## config.mk

```make
export PLATFORM = sky130hd
export DESIGN_NAME = img_capture_top
export DESIGN_NICKNAME = d
export VERILOG_FILES = /design/src/design/img_capture_pkg.sv /design/src/design/word_stream_if.sv /design/src/design/pixel_framer.sv /design/src/design/fletcher_trailer.sv /design/src/design/capture_stats.sv /design/src/design/word_fifo.sv /design/src/design/img_capture_top.sv
export SDC_FILE = /design/constraint.sdc
export NUM_CORES = 1
export LEC_CHECK = 0
export BUFFER_PORTS_ARGS = -buffer_cell sky130_fd_sc_hd__buf_2
export CAP_MARGIN = 20
export CORE_AREA = 2 2 260 211
export CTS_CLUSTER_DIAMETER = 40
export DETAILED_ROUTE_END_ITERATION = 10
export DIE_AREA = 0 0 262 213
export PLACE_DENSITY = 0.84
export SLEW_MARGIN = 30
export SYNTH_ARGS = -nofsm -noshare
export SYNTH_HDL_FRONTEND = slang
export SYNTH_SLANG_ARGS = --single-unit
```

## constraint.sdc

```tcl
create_clock -name clk -period 9.15 [get_ports clk]
set_clock_uncertainty 0.15 [all_clocks]
set_input_delay 2.2875 -clock clk [delete_from_list [all_inputs] [get_ports clk]]
set_output_delay 2.2875 -clock clk [all_outputs]
set_load 0.05 [all_outputs]
```

## src/design/img_capture_pkg.sv

```systemverilog
package img_capture_pkg;

    // ============================================================
    // Word and pixel formats
    // ============================================================
    localparam int WORD_W  = 16;
    localparam int PIXEL_W = 12;

    typedef logic [WORD_W-1:0]  word_t;
    typedef logic [PIXEL_W-1:0] pixel_t;

    // Header words, first word in the top bits
    localparam int HEADER_WORDS = 4;
    localparam int HDR_CNT_W    = $clog2(HEADER_WORDS);
    typedef logic [HEADER_WORDS*WORD_W-1:0] header_t;

    // Cycles the framer stays busy after eof so the trailer can drain
    localparam int END_HOLD = 3;

    // ============================================================
    // Output FIFO and statistics
    // ============================================================
    localparam int FIFO_DEPTH   = 32;
    localparam int FIFO_ADDR_W  = $clog2(FIFO_DEPTH);
    localparam int FIFO_CNT_W   = FIFO_ADDR_W + 1;

    localparam int WORD_COUNT_W  = 16;
    localparam int STAT_COUNT_W  = 18;
    localparam int STAT_BITS     = 7;
    localparam int SAMPLE_GRID_W = 2;

    // Fletcher-32 modulus
    localparam logic [WORD_W:0] FLETCHER_MOD = 17'd65535;

    typedef enum logic [2:0] {
        ST_IDLE,
        ST_HEADER,
        ST_WAIT_FV_LOW,
        ST_WAIT_FV_HIGH,
        ST_FRAME,
        ST_END
    } framer_state_t;

    // Little-endian view of a stream word
    function automatic word_t swap_bytes(word_t w);
        return {w[7:0], w[15:8]};
    endfunction

endpackage

```

## src/design/word_stream_if.sv

```systemverilog
`timescale 1ns/1ps

// One word beat between pipeline stages, no back-pressure
interface word_stream_if import img_capture_pkg::*; ();

    logic  valid;
    word_t data;
    logic  sample;
    logic  eof;

    modport src (
        output valid,
        output data,
        output sample,
        output eof
    );

    modport dst (
        input valid,
        input data,
        input sample,
        input eof
    );

endinterface

```

## src/design/pixel_framer.sv

```systemverilog
`timescale 1ns/1ps

module pixel_framer import img_capture_pkg::*; (
    input  logic          clk,
    input  logic          rst_n,
    input  logic          cmd_capture,
    input  header_t       cmd_header,
    input  pixel_t        img_d,
    input  logic          img_fv,
    input  logic          img_lv,
    output logic          capture_start,
    word_stream_if.src    out
);

    pixel_t                   img_d_r;
    logic                     fv_r;
    logic                     lv_r;
    logic                     lv_prev;
    logic [SAMPLE_GRID_W-1:0] x_ph;
    logic [SAMPLE_GRID_W-1:0] y_ph;

    framer_state_t            state;
    header_t                  hdr_sr;
    logic [HDR_CNT_W-1:0]     cnt;

    pixel_t                   pix_s;
    logic                     pix_vld_s;
    logic                     pix_smp_s;
    logic                     eof_s;

    logic                     accept;
    logic                     in_frame;
    logic                     hdr_emit;
    word_t                    hdr_word;

    // ============================================================
    // Sensor input register and grid phase
    // ============================================================
    always_ff @(posedge clk) begin
        if (!rst_n) begin
            fv_r    <= 1'b0;
            lv_r    <= 1'b0;
            lv_prev <= 1'b0;
            x_ph    <= '0;
            y_ph    <= '0;
        end else begin
            fv_r    <= img_fv;
            lv_r    <= img_lv;
            lv_prev <= lv_r;
            if (!lv_r)
                x_ph <= '0;
            else
                x_ph <= x_ph + 1'b1;
            // Line count advances on the falling edge of line-valid
            if (!fv_r)
                y_ph <= '0;
            else if (lv_prev && !lv_r)
                y_ph <= y_ph + 1'b1;
        end
    end

    always_comb begin
        accept   = (state == ST_IDLE) && cmd_capture;
        in_frame = fv_r && (state == ST_FRAME || state == ST_WAIT_FV_HIGH);
        hdr_emit = accept || (state == ST_HEADER);
        if (accept)
            hdr_word = cmd_header[HEADER_WORDS*WORD_W-1 -: WORD_W];
        else
            hdr_word = hdr_sr[HEADER_WORDS*WORD_W-1 -: WORD_W];
    end

    // ============================================================
    // Capture FSM
    // ============================================================
    always_ff @(posedge clk) begin
        if (!rst_n) begin
            state <= ST_IDLE;
            cnt   <= '0;
        end else begin
            case (state)
                ST_IDLE: begin
                    // First header word goes out on this edge
                    if (cmd_capture) begin
                        cnt   <= HDR_CNT_W'(HEADER_WORDS - 1);
                        state <= ST_HEADER;
                    end
                end
                ST_HEADER: begin
                    cnt <= cnt - 1'b1;
                    if (cnt == HDR_CNT_W'(1))
                        state <= ST_WAIT_FV_LOW;
                end
                ST_WAIT_FV_LOW: begin
                    if (!fv_r)
                        state <= ST_WAIT_FV_HIGH;
                end
                ST_WAIT_FV_HIGH: begin
                    if (fv_r)
                        state <= ST_FRAME;
                end
                ST_FRAME: begin
                    if (!fv_r) begin
                        cnt   <= HDR_CNT_W'(END_HOLD);
                        state <= ST_END;
                    end
                end
                ST_END: begin
                    if (cnt == '0)
                        state <= ST_IDLE;
                    else
                        cnt <= cnt - 1'b1;
                end
                default: state <= ST_IDLE;
            endcase
        end
    end

    // Pixel stage and output beat
    always_ff @(posedge clk) begin
        if (!rst_n) begin
            pix_vld_s     <= 1'b0;
            pix_smp_s     <= 1'b0;
            eof_s         <= 1'b0;
            out.valid     <= 1'b0;
            out.sample    <= 1'b0;
            out.eof       <= 1'b0;
            capture_start <= 1'b0;
        end else begin
            pix_vld_s     <= in_frame && lv_r;
            pix_smp_s     <= in_frame && lv_r && (x_ph == '0) && (y_ph == '0);
            // Delayed by the stage so eof trails the last pixel word
            eof_s         <= (state == ST_FRAME) && !fv_r;
            out.valid     <= hdr_emit || pix_vld_s;
            out.sample    <= pix_smp_s;
            out.eof       <= eof_s;
            capture_start <= accept;
        end
    end

    always_ff @(posedge clk) begin
        img_d_r <= img_d;
        pix_s   <= img_d_r;
        if (accept)
            hdr_sr <= cmd_header << WORD_W;
        else if (state == ST_HEADER)
            hdr_sr <= hdr_sr << WORD_W;
        if (hdr_emit)
            out.data <= hdr_word;
        else
            out.data <= swap_bytes({{(WORD_W-PIXEL_W){1'b0}}, pix_s});
    end

endmodule

```

## src/design/fletcher_trailer.sv

```systemverilog
`timescale 1ns/1ps

module fletcher_trailer import img_capture_pkg::*; (
    input  logic          clk,
    input  logic          rst_n,
    input  logic          capture_start,
    word_stream_if.dst    in,
    word_stream_if.src    out
);

    word_t sum_a;
    word_t sum_b;
    word_t a_base;
    word_t b_base;
    word_t a_next;
    word_t b_next;
    logic  tail_pend;

    // Addition modulo 65535, both operands below 2^16
    function automatic word_t add_mod(word_t x, word_t y);
        logic [WORD_W:0] s;
        s = x + y;
        if (s >= FLETCHER_MOD)
            s = s - FLETCHER_MOD;
        return s[WORD_W-1:0];
    endfunction

    // ============================================================
    // Running sums
    // ============================================================
    always_comb begin
        // First header word arrives together with capture_start
        a_base = capture_start ? '0 : sum_a;
        b_base = capture_start ? '0 : sum_b;
        a_next = add_mod(a_base, swap_bytes(in.data));
        b_next = add_mod(b_base, a_next);
    end

    always_ff @(posedge clk) begin
        if (!rst_n) begin
            sum_a <= '0;
            sum_b <= '0;
        end else if (in.valid) begin
            sum_a <= a_next;
            sum_b <= b_next;
        end else if (capture_start) begin
            sum_a <= '0;
            sum_b <= '0;
        end
    end

    // ============================================================
    // Pass-through and trailer
    // ============================================================
    always_ff @(posedge clk) begin
        if (!rst_n) begin
            tail_pend  <= 1'b0;
            out.valid  <= 1'b0;
            out.sample <= 1'b0;
            out.eof    <= 1'b0;
        end else begin
            // Sum a goes out on the framer eof, sum b one cycle later
            tail_pend  <= in.eof;
            out.valid  <= in.valid || in.eof || tail_pend;
            out.sample <= in.valid && in.sample;
            out.eof    <= tail_pend;
        end
    end

    always_ff @(posedge clk) begin
        if (in.eof)
            out.data <= swap_bytes(sum_a);
        else if (tail_pend)
            out.data <= swap_bytes(sum_b);
        else
            out.data <= in.data;
    end

endmodule

```

## src/design/capture_stats.sv

```systemverilog
`timescale 1ns/1ps

module capture_stats import img_capture_pkg::*; (
    input  logic                    clk,
    input  logic                    rst_n,
    input  logic                    capture_start,
    word_stream_if.dst              in,
    word_stream_if.src              out,
    output logic [WORD_COUNT_W-1:0] word_count,
    output logic [STAT_COUNT_W-1:0] highlight_count,
    output logic [STAT_COUNT_W-1:0] shadow_count,
    output logic                    capture_done
);

    logic                 vld_q;
    logic                 smp_q;
    logic                 eof_q;
    word_t                data_q;
    word_t                px_word;
    logic [STAT_BITS-1:0] px_top;

    // Pixel back from its little-endian word
    always_comb begin
        px_word = swap_bytes(in.data);
        px_top  = px_word[PIXEL_W-1 -: STAT_BITS];
    end

    always_ff @(posedge clk) begin
        if (!rst_n) begin
            vld_q           <= 1'b0;
            smp_q           <= 1'b0;
            eof_q           <= 1'b0;
            capture_done    <= 1'b0;
            word_count      <= '0;
            highlight_count <= '0;
            shadow_count    <= '0;
        end else begin
            vld_q        <= in.valid;
            smp_q        <= in.sample;
            eof_q        <= in.eof;
            capture_done <= eof_q;
            if (capture_start) begin
                word_count      <= '0;
                highlight_count <= '0;
                shadow_count    <= '0;
            end else if (in.valid) begin
                word_count <= word_count + 1'b1;
                if (in.sample) begin
                    if (&px_top)
                        highlight_count <= highlight_count + 1'b1;
                    else if (~|px_top)
                        shadow_count <= shadow_count + 1'b1;
                end
            end
        end
    end

    always_ff @(posedge clk) begin
        data_q <= in.data;
    end

    assign out.valid  = vld_q;
    assign out.data   = data_q;
    assign out.sample = smp_q;
    assign out.eof    = eof_q;

endmodule

```

## src/design/word_fifo.sv

```systemverilog
`timescale 1ns/1ps

module word_fifo import img_capture_pkg::*; (
    input  logic          clk,
    input  logic          rst_n,
    input  logic          clear,
    word_stream_if.dst    in,
    output logic          out_ready,
    input  logic          out_trigger,
    output word_t         out_data,
    output logic          overflow
);

    word_t                  mem [FIFO_DEPTH];
    logic [FIFO_ADDR_W-1:0] wr_ptr;
    logic [FIFO_ADDR_W-1:0] rd_ptr;
    logic [FIFO_CNT_W-1:0]  mem_count;
    logic                   full;
    logic                   push;
    logic                   drop;
    logic                   pop;
    logic                   load;

    // The output register counts toward the depth
    always_comb begin
        full = (mem_count + FIFO_CNT_W'(out_ready)) == FIFO_CNT_W'(FIFO_DEPTH);
        push = in.valid && !full;
        drop = in.valid && full;
        pop  = out_ready && out_trigger;
        load = (mem_count != '0) && (!out_ready || pop);
    end

    always_ff @(posedge clk) begin
        if (push)
            mem[wr_ptr] <= in.data;
        if (load)
            out_data <= mem[rd_ptr];
    end

    // ============================================================
    // Pointers, head register and overflow
    // ============================================================
    always_ff @(posedge clk) begin
        if (!rst_n) begin
            wr_ptr    <= '0;
            rd_ptr    <= '0;
            mem_count <= '0;
            out_ready <= 1'b0;
            overflow  <= 1'b0;
        end else begin
            if (push)
                wr_ptr <= wr_ptr + 1'b1;
            if (load)
                rd_ptr <= rd_ptr + 1'b1;
            mem_count <= mem_count + FIFO_CNT_W'(push) - FIFO_CNT_W'(load);
            if (load)
                out_ready <= 1'b1;
            else if (pop)
                out_ready <= 1'b0;
            // Sticky until the next capture starts
            if (clear)
                overflow <= 1'b0;
            if (drop)
                overflow <= 1'b1;
        end
    end

endmodule

```

## src/design/img_capture_top.sv

```systemverilog
`timescale 1ns/1ps

module img_capture_top import img_capture_pkg::*; (
    input  logic                    clk,
    input  logic                    rst_n,
    input  logic                    cmd_capture,
    input  header_t                 cmd_header,
    input  pixel_t                  img_d,
    input  logic                    img_fv,
    input  logic                    img_lv,
    output logic                    out_ready,
    input  logic                    out_trigger,
    output word_t                   out_data,
    output logic                    capture_done,
    output logic [WORD_COUNT_W-1:0] word_count,
    output logic [STAT_COUNT_W-1:0] highlight_count,
    output logic [STAT_COUNT_W-1:0] shadow_count,
    output logic                    overflow
);

    logic capture_start;

    word_stream_if framed ();
    word_stream_if summed ();
    word_stream_if counted ();

    // ============================================================
    // Framer, trailer, stats, output FIFO
    // ============================================================
    pixel_framer u_framer (
        .clk           (clk),
        .rst_n         (rst_n),
        .cmd_capture   (cmd_capture),
        .cmd_header    (cmd_header),
        .img_d         (img_d),
        .img_fv        (img_fv),
        .img_lv        (img_lv),
        .capture_start (capture_start),
        .out           (framed.src)
    );

    fletcher_trailer u_trailer (
        .clk           (clk),
        .rst_n         (rst_n),
        .capture_start (capture_start),
        .in            (framed.dst),
        .out           (summed.src)
    );

    capture_stats u_stats (
        .clk             (clk),
        .rst_n           (rst_n),
        .capture_start   (capture_start),
        .in              (summed.dst),
        .out             (counted.src),
        .word_count      (word_count),
        .highlight_count (highlight_count),
        .shadow_count    (shadow_count),
        .capture_done    (capture_done)
    );

    // Old words keep draining across a new capture
    word_fifo u_fifo (
        .clk         (clk),
        .rst_n       (rst_n),
        .clear       (capture_start),
        .in          (counted.dst),
        .out_ready   (out_ready),
        .out_trigger (out_trigger),
        .out_data    (out_data),
        .overflow    (overflow)
    );

endmodule

```

# Word-level counts from Yosys, hierarchy flattened
# Memories as Yosys holds them, arrays and structs flattened. A register that Yosys moved wholly into a read port is not among the register bits.
# Index checks and enable logic that the tools add are counted.
[classes] reduce_logical=40 mux=29 shifts=0 add_sub_neg=15 bitwise_logic=3 div=0 n_lt_le_gt_ge=2 eq_ne=14 multipliers=0
[ops] operator="two-way mux 16 bit" count=10
[ops] operator="two-way mux 64 bit" count=2
[ops] operator="adder 18 x 1 -> 18 bit (second input constant)" count=2
[ops] operator="adder 16 x 16 -> 17 bit" count=2
[ops] operator="greater-or-equal comparator 17 x 16 -> 1 bit (second input constant)" count=2
[ops] operator="subtractor 16 bit (second input constant)" count=2
[ops] operator="two-way mux 3 bit" count=6
[ops] operator="case mux 3 bit (6 select lines)" count=1
[ops] operator="adder 16 x 1 -> 16 bit (second input constant)" count=1
[ops] operator="adder 6 x 1 -> 6 bit" count=2
[ops] operator="logical AND 1 bit" count=12
[ops] operator="adder 5 x 1 -> 5 bit (second input constant)" count=2
[ops] operator="!= test 2 bit (second input constant)" count=5
[ops] operator="AND reduction 9 bit" count=1
[ops] operator="case mux 2 bit (4 select lines)" count=1
[ops] operator="AND reduction 4 bit" count=2
[ops] operator="AND reduction 7 bit" count=1
[ops] operator="OR reduction 7 bit" count=1
[ops] operator="== test 3 x 2 -> 1 bit (second input constant)" count=2
[ops] operator="== test 3 bit (second input constant)" count=2
[ops] operator="== test 6 bit (second input constant)" count=1
[ops] operator="logical NOT 2 bit" count=3
[ops] operator="logical OR 1 bit" count=6
[ops] operator="two-way mux 1 bit" count=6
[ops] operator="other kinds (16)" count=28
[totals] rom_bits=0 word_cells=142 latchBits=0 inputBits=82 reg_bits=248 output_inout_bits=71 ram_bits=512 memories=1
[mem_list] memory="u_fifo.mem" depth=32 word_bits=16 read_ports=1 rd_clocked_by_memory_dff=1 wr=1 line_no="word_fifo.sv:14" rtl="word_t mem [FIFO_DEPTH];"

# Depth between registers and ports, before layout
[logic_depth] depth_word=8 ltp_mapped=26 depth_no_buf=21

# Hierarchy
# A second synthesis with hierarchy kept.
[hier_totals] hier_cells=2180 area_unflattened_um2=32713.9
[modules_own_cells] module="word_fifo" area_per_inst_um2=21406.8 instances=1 cells_each=1048 seq_area_each_um2=16215.6
[modules_own_cells] module="fletcher_trailer" area_per_inst_um2=4576.9 instances=1 cells_each=555 seq_area_each_um2=1041.0
[modules_own_cells] module="pixel_framer" area_per_inst_um2=3891.2 instances=1 cells_each=267 seq_area_each_um2=2622.5
[modules_own_cells] module="capture_stats" area_per_inst_um2=2839.0 instances=1 cells_each=310 seq_area_each_um2=1441.4

# Worst setup path before layout
# Ideal clock, no wire load.
[synth_path] path_kind="flip-flop to flip-flop" from="register u_framer.capture_start" to="register u_trailer.sum_b[8]" path_buffers=5 setup_ns=0.120 path_slack_ns=2.365 path_stages_with_launch=25 required_ns=8.880 synth_period_minus_slack_ns=6.785 arrival_ns=6.516 path_cell_list="dfxtp_1 clkbuf_1 clkbuf_1 nor2b_1 ha_1 buf_6 a21oi_2 o211ai_2 a2111o_1 a221oi_4 o311ai_1 o41ai_4 mux2_2 fa_1 a21o_1 a221o_1 a211oi_1 nor2_1 a311oi_1 and4b_1 clkbuf_1 a21oi_2 buf_4 nor3_1 o31a_1"
[synth_via] elab_chain_cells=8 word_cells_on_any_way=11 cone_classes="4 x add/sub; 2 x order compare; 5 x mux"
[synth_lines] element="start: declaration" line_no="pixel_framer.sv:11" rtl="output logic capture_start,"
[synth_lines] element="start signal: assignment" line_no="pixel_framer.sv:136" rtl="capture_start <= accept;"
[synth_lines] element="two-way mux 16 bit"
[synth_lines] element="adder 16 x 16 -> 17 bit" line_no="fletcher_trailer.sv:22" rtl="s = x + y;"
[synth_lines] element="subtractor 16 bit or greater-or-equal comparator 17 x 16 -> 1 bit (tied branches)" line_no="fletcher_trailer.sv:24, fletcher_trailer.sv:23"
[synth_lines] element="two-way mux 16 bit" line_no="fletcher_trailer.sv:23" rtl="if (s >= FLETCHER_MOD)"
[synth_lines] element="adder 16 x 16 -> 17 bit" line_no="fletcher_trailer.sv:22"
[synth_lines] element="subtractor 16 bit or greater-or-equal comparator 17 x 16 -> 1 bit (tied branches)" line_no="fletcher_trailer.sv:24, fletcher_trailer.sv:23"
[synth_lines] element="two-way mux 16 bit" line_no="fletcher_trailer.sv:23"
[synth_lines] element="two-way mux 16 bit *" line_no="fletcher_trailer.sv:43" rtl="end else if (in.valid) begin"
[synth_lines] element="end signal: assignment" line_no="fletcher_trailer.sv:45" rtl="sum_b <= b_next;"
[synth_lines] element="end: declaration" line_no="fletcher_trailer.sv:12" rtl="word_t sum_b;"
# Every way passes the cells marked *; elsewhere a longest branch is shown, timed or not.
# A chain may end at the register's enable or synchronous reset.

# Worst setup path after layout
# Same ends and word-level chain as after synthesis.

==> results.json <==
{
  "p_total_w": 0.0100,
  "numPortBuffers": 152,
  "p_clk_frac": 0.341,
  "hold_path_class": "flip-flop to flip-flop",
  "critPathArrivalTime_ns": 8.26,
  "die-area_sq_um": 55800,
  "finalHoldViolations": 0,
  "vias_per_cell": 6.30,
  "h-tree-depth": 3,
  "post-synth-top-area-fraction": 0.538,
  "numCtsBuffers": 85,
  "pin_count": 153,
  "drt-wirelength-per-cell_microns": 25.4,
  "drive_gt1_frac": 0.258,
  "setup.worst_path.start_class": "flip-flop",
  "cts.sink_count": 776,
  "switching_share": 0.296,
  "critPathBufInv": 0,
  "fin_setup_tns_ns": 0,
  "clk_pin_slew_ns": 0.06,
  "critical_path.top_delay_family": "compound AO/OA/AOI/OAI gates",
  "synthFlopType": "edfxtp_1",
  "switchingPower_w": 0.00297,
  "synth_warnings": 0,
  "report.final.slew_viol_count": 0,
  "multi_input_area_sq_um": 10300,
  "core_sq_um": 53300,
  "finalSetupViolCount": 0,
  "grt_pass1_vias": 19100,
  "vias": 19000,
  "initial_core_util": 0.603,
  "fmax_ghz": 0.127,
  "slew_headroom": 0.368,
  "register_area_sq_um": 21300,
  "combPwrFrac": 0.222,
  "synth-seq-area-share": 0.663,
  "p_per_area_nw_per_um2": 274,
  "gp_congestion": 0.881,
  "status": "complete, no violations",
  "static-leakage-power_nw": 12.9,
  "first_iter_violations": 2329,
  "ys_top_cells_by_count": "edfxtp_1, dfxtp_1, mux4_2, nor2_1, nand2_1",
  "rrSetupSlack_ns": 1.26,
  "post-cts-setup-buffers": 0,
  "p_int_w": 0.00707,
  "ctsResizeCount": 0,
  "syn_area_sq_um": 32100,
  "path_cells": "nor2b_1 > ha_1 > fa_1 > a21oi_1 > o22ai_1 > mux2_2 > a211oi_1 > nand4_1 > o41ai_4 > mux2_2 > fa_1 > a21o_1 > a221o_1 > a211oi_1 > nor2_1 > a311oi_1 > and4b_1 > a21oi_2 > nor3_1 > o31a_1",
  "cpMaxStageDelayCell": "dfxtp_1",
  "die-height_microns": 213,
  "synthMostInstantiatedCell": "edfxtp_1",
  "min-delay-start": "u_trailer.out.data[6]$_DFF_P_",
  "grt_pass1_wl_microns": 115000,
  "ys_seq_elements": 776,
  "postSynthAreaPerCell_sq_um": 15.6,
  "path_class": "flip-flop to flip-flop",
  "synth_top_area_cell": "edfxtp_1",
  "period_share": 0.863,
  "r2r_start": "u_framer.capture_start$_SDFF_PN0_",
  "r2r_end": "u_trailer.sum_b[8]$_SDFF_PN0_",
  "hold_end": "u_stats.out.data[6]$_DFF_P_",
  "clockBufferDepth": 3,
  "layout_min_cycle_time_ns": 7.89,
  "areaGrowthSynthToFinish_pct": 14.1,
  "nNetsFinal": 2385,
  "synth_edf_count": 576,
  "detail_route.first_pass.iterations": 6,
  "ant_nets": 0,
  "grt-ovfl-total": 0,
  "rows": 76,
  "ys_async_sr_fraction": 0,
  "max_stage_delay_ns": 0.76,
  "worst_pin_slew_ns": 0.946,
  "synth_fp_nets": 2199,
  "rsz0062_at_grt": "no",
  "antenna_found_initial": 1,
  "cts-root-buf": "clkbuf_16",
  "crit_fanout": 17,
  "seqPwrFrac": 0.437,
  "syn_inst": 2055,
  "whs_path_depth": 0,
  "ctsHoldBuffers": 0,
  "cts_tree": "done",
  "cp.required_ns": 9.51,
  "die_x_microns": 262,
  "synth.distinct_cells": 71,
  "ff2ff_path_depth": 20,
  "worstSetupEndpointType": "flip-flop",
  "ir_drop_v": 0.000165,
  "drc": 0,
  "synth_area_leaders": "edfxtp_1, dfxtp_1, mux4_2, ha_1, mux2_2",
  "grt_use_total": 0.278,
  "worst_skew_pair.late_latency_ns": 0.65,
  "wirelength_microns": 76500,
  "fillCellCount": 3314,
  "cap_viol_max_count": 0,
  "grt_max_degree": 55,
  "dpl.hpwl_microns": 45800
}
==> how the worst max path moves through the flow <==
| stage | start | end | slack (ns) | cells after the start |
|---|---|---|---|---|
| after detailed placement | u_framer.capture_start$_SDFF_PN0_ | u_trailer.sum_b[8]$_SDFF_PN0_ | 1.40 | 20 |
| after global placement | u_framer.capture_start$_SDFF_PN0_ | u_trailer.sum_b[8]$_SDFF_PN0_ | 1.56 | 20 |
| after CTS | u_framer.capture_start$_SDFF_PN0_ | u_trailer.sum_b[8]$_SDFF_PN0_ | 1.36 | 20 |
| after global routing | u_framer.capture_start$_SDFF_PN0_ | u_trailer.sum_b[4]$_SDFF_PN0_ | 0.67 | 20 |
| final | u_framer.capture_start$_SDFF_PN0_ | u_trailer.sum_b[8]$_SDFF_PN0_ | 1.26 | 20 |
| after floorplan | u_framer.capture_start$_SDFF_PN0_ | u_trailer.sum_b[8]$_SDFF_PN0_ | 2.36 | 24 |
==> sequential cells by signal (all words and copies together) (netlist names), 2 cells and up <==
name	count
u_fifo.wr_ptr	5
u_framer.state	3
u_fifo.mem	512
u_trailer.sum_a	16
u_stats.shadow_count	18
u_stats.out.data	16
u_framer.x_ph	2
u_stats.highlight_count	18
u_framer.out.data	16
u_trailer.sum_b	16
u_stats.word_count	16
u_framer.pix_s	12
u_fifo.out_data	16
u_trailer.out.data	16
u_fifo.rd_ptr	5
u_framer.img_d_r	12
u_fifo.mem_count	6
u_framer.cnt	2
u_framer.y_ph	2
u_framer.hdr_sr	48
==> stage by stage <==
stage	utilization	area [sq um]	cells	hold WS (ns)	worst slack [ns]
floorplan	-	32100	2055	0.160	2.36
finish	0.689	36700	3015	0.173	1.26
detailed placement	0.634	33800	2855	0.162	1.40
CTS	0.688	36600	3013	0.176	1.36
global placement	0.634	33800	2855	0.161	1.56
global route	0.689	36700	3014	0.179	0.665
==> routing by layer <==
metal / wire length, microns / up-vias / global-route usage / part of all wire
li1: - / 8327 / - / -
met1: 29700 / 9640 / 0.361 / 0.39
met2: 39500 / 897 / 0.485 / 0.52
met3: 5510 / 118 / 0.0537 / 0.072
met4: 1750 / 0 / 0.0740 / 0.023
met5: 0 / - / 0 / 0
==> cell type report <==
type	count	area share
Clock buffer	109	0.0624
Inverter	36	0.00375
Multi-Input combinational cell	1141	0.281
Timing Repair Buffer	201	0.0313
Sequential cell	776	0.582
Clock inverter	49	0.0154
Antenna cell	1	0.0000682
Tap cell	702	0.0239
==> logic make-up after synthesis <==
logic type / share of synthesized area
compound gates: 0.0536
buf+inv: 0.0168
xor+xnor: 0.0243
flops: 0.663
fa+ha+maj: 0.0248
simple gates: 0.0760
mux: 0.142
==> layout by cell type (no fill, tap or decap), types with 35 or more instances in the layout <==
cell type / n
ha_1: 59
o21ai_0: 54
nor2b_1: 40
edfxtp_1: 576
dfxtp_1: 178
a21oi_1: 54
buf_2: 152
buf_4: 48
mux2_2: 53
mux2i_1: 35
inv_1: 35
xnor2_1: 41
nor2_1: 138
nand2_1: 109
clkbuf_16: 87
xor2_1: 48
nand3_1: 40
mux4_2: 160
==> power groups by stage <==
stage / Clock [W] / Sequential, W / Combinational [W]
CTS: 0.00347 / 0.00443 / 0.00217
detailed placement: 0 / 0.00450 / 0.00214
finish: 0.00343 / 0.00438 / 0.00223
global route: 0.00361 / 0.00441 / 0.00240
floorplan: 0 / 0.00442 / 0.00161
global placement: 0 / 0.00447 / 0.00208
Note: power is estimated with default switching activity, not from simulation.
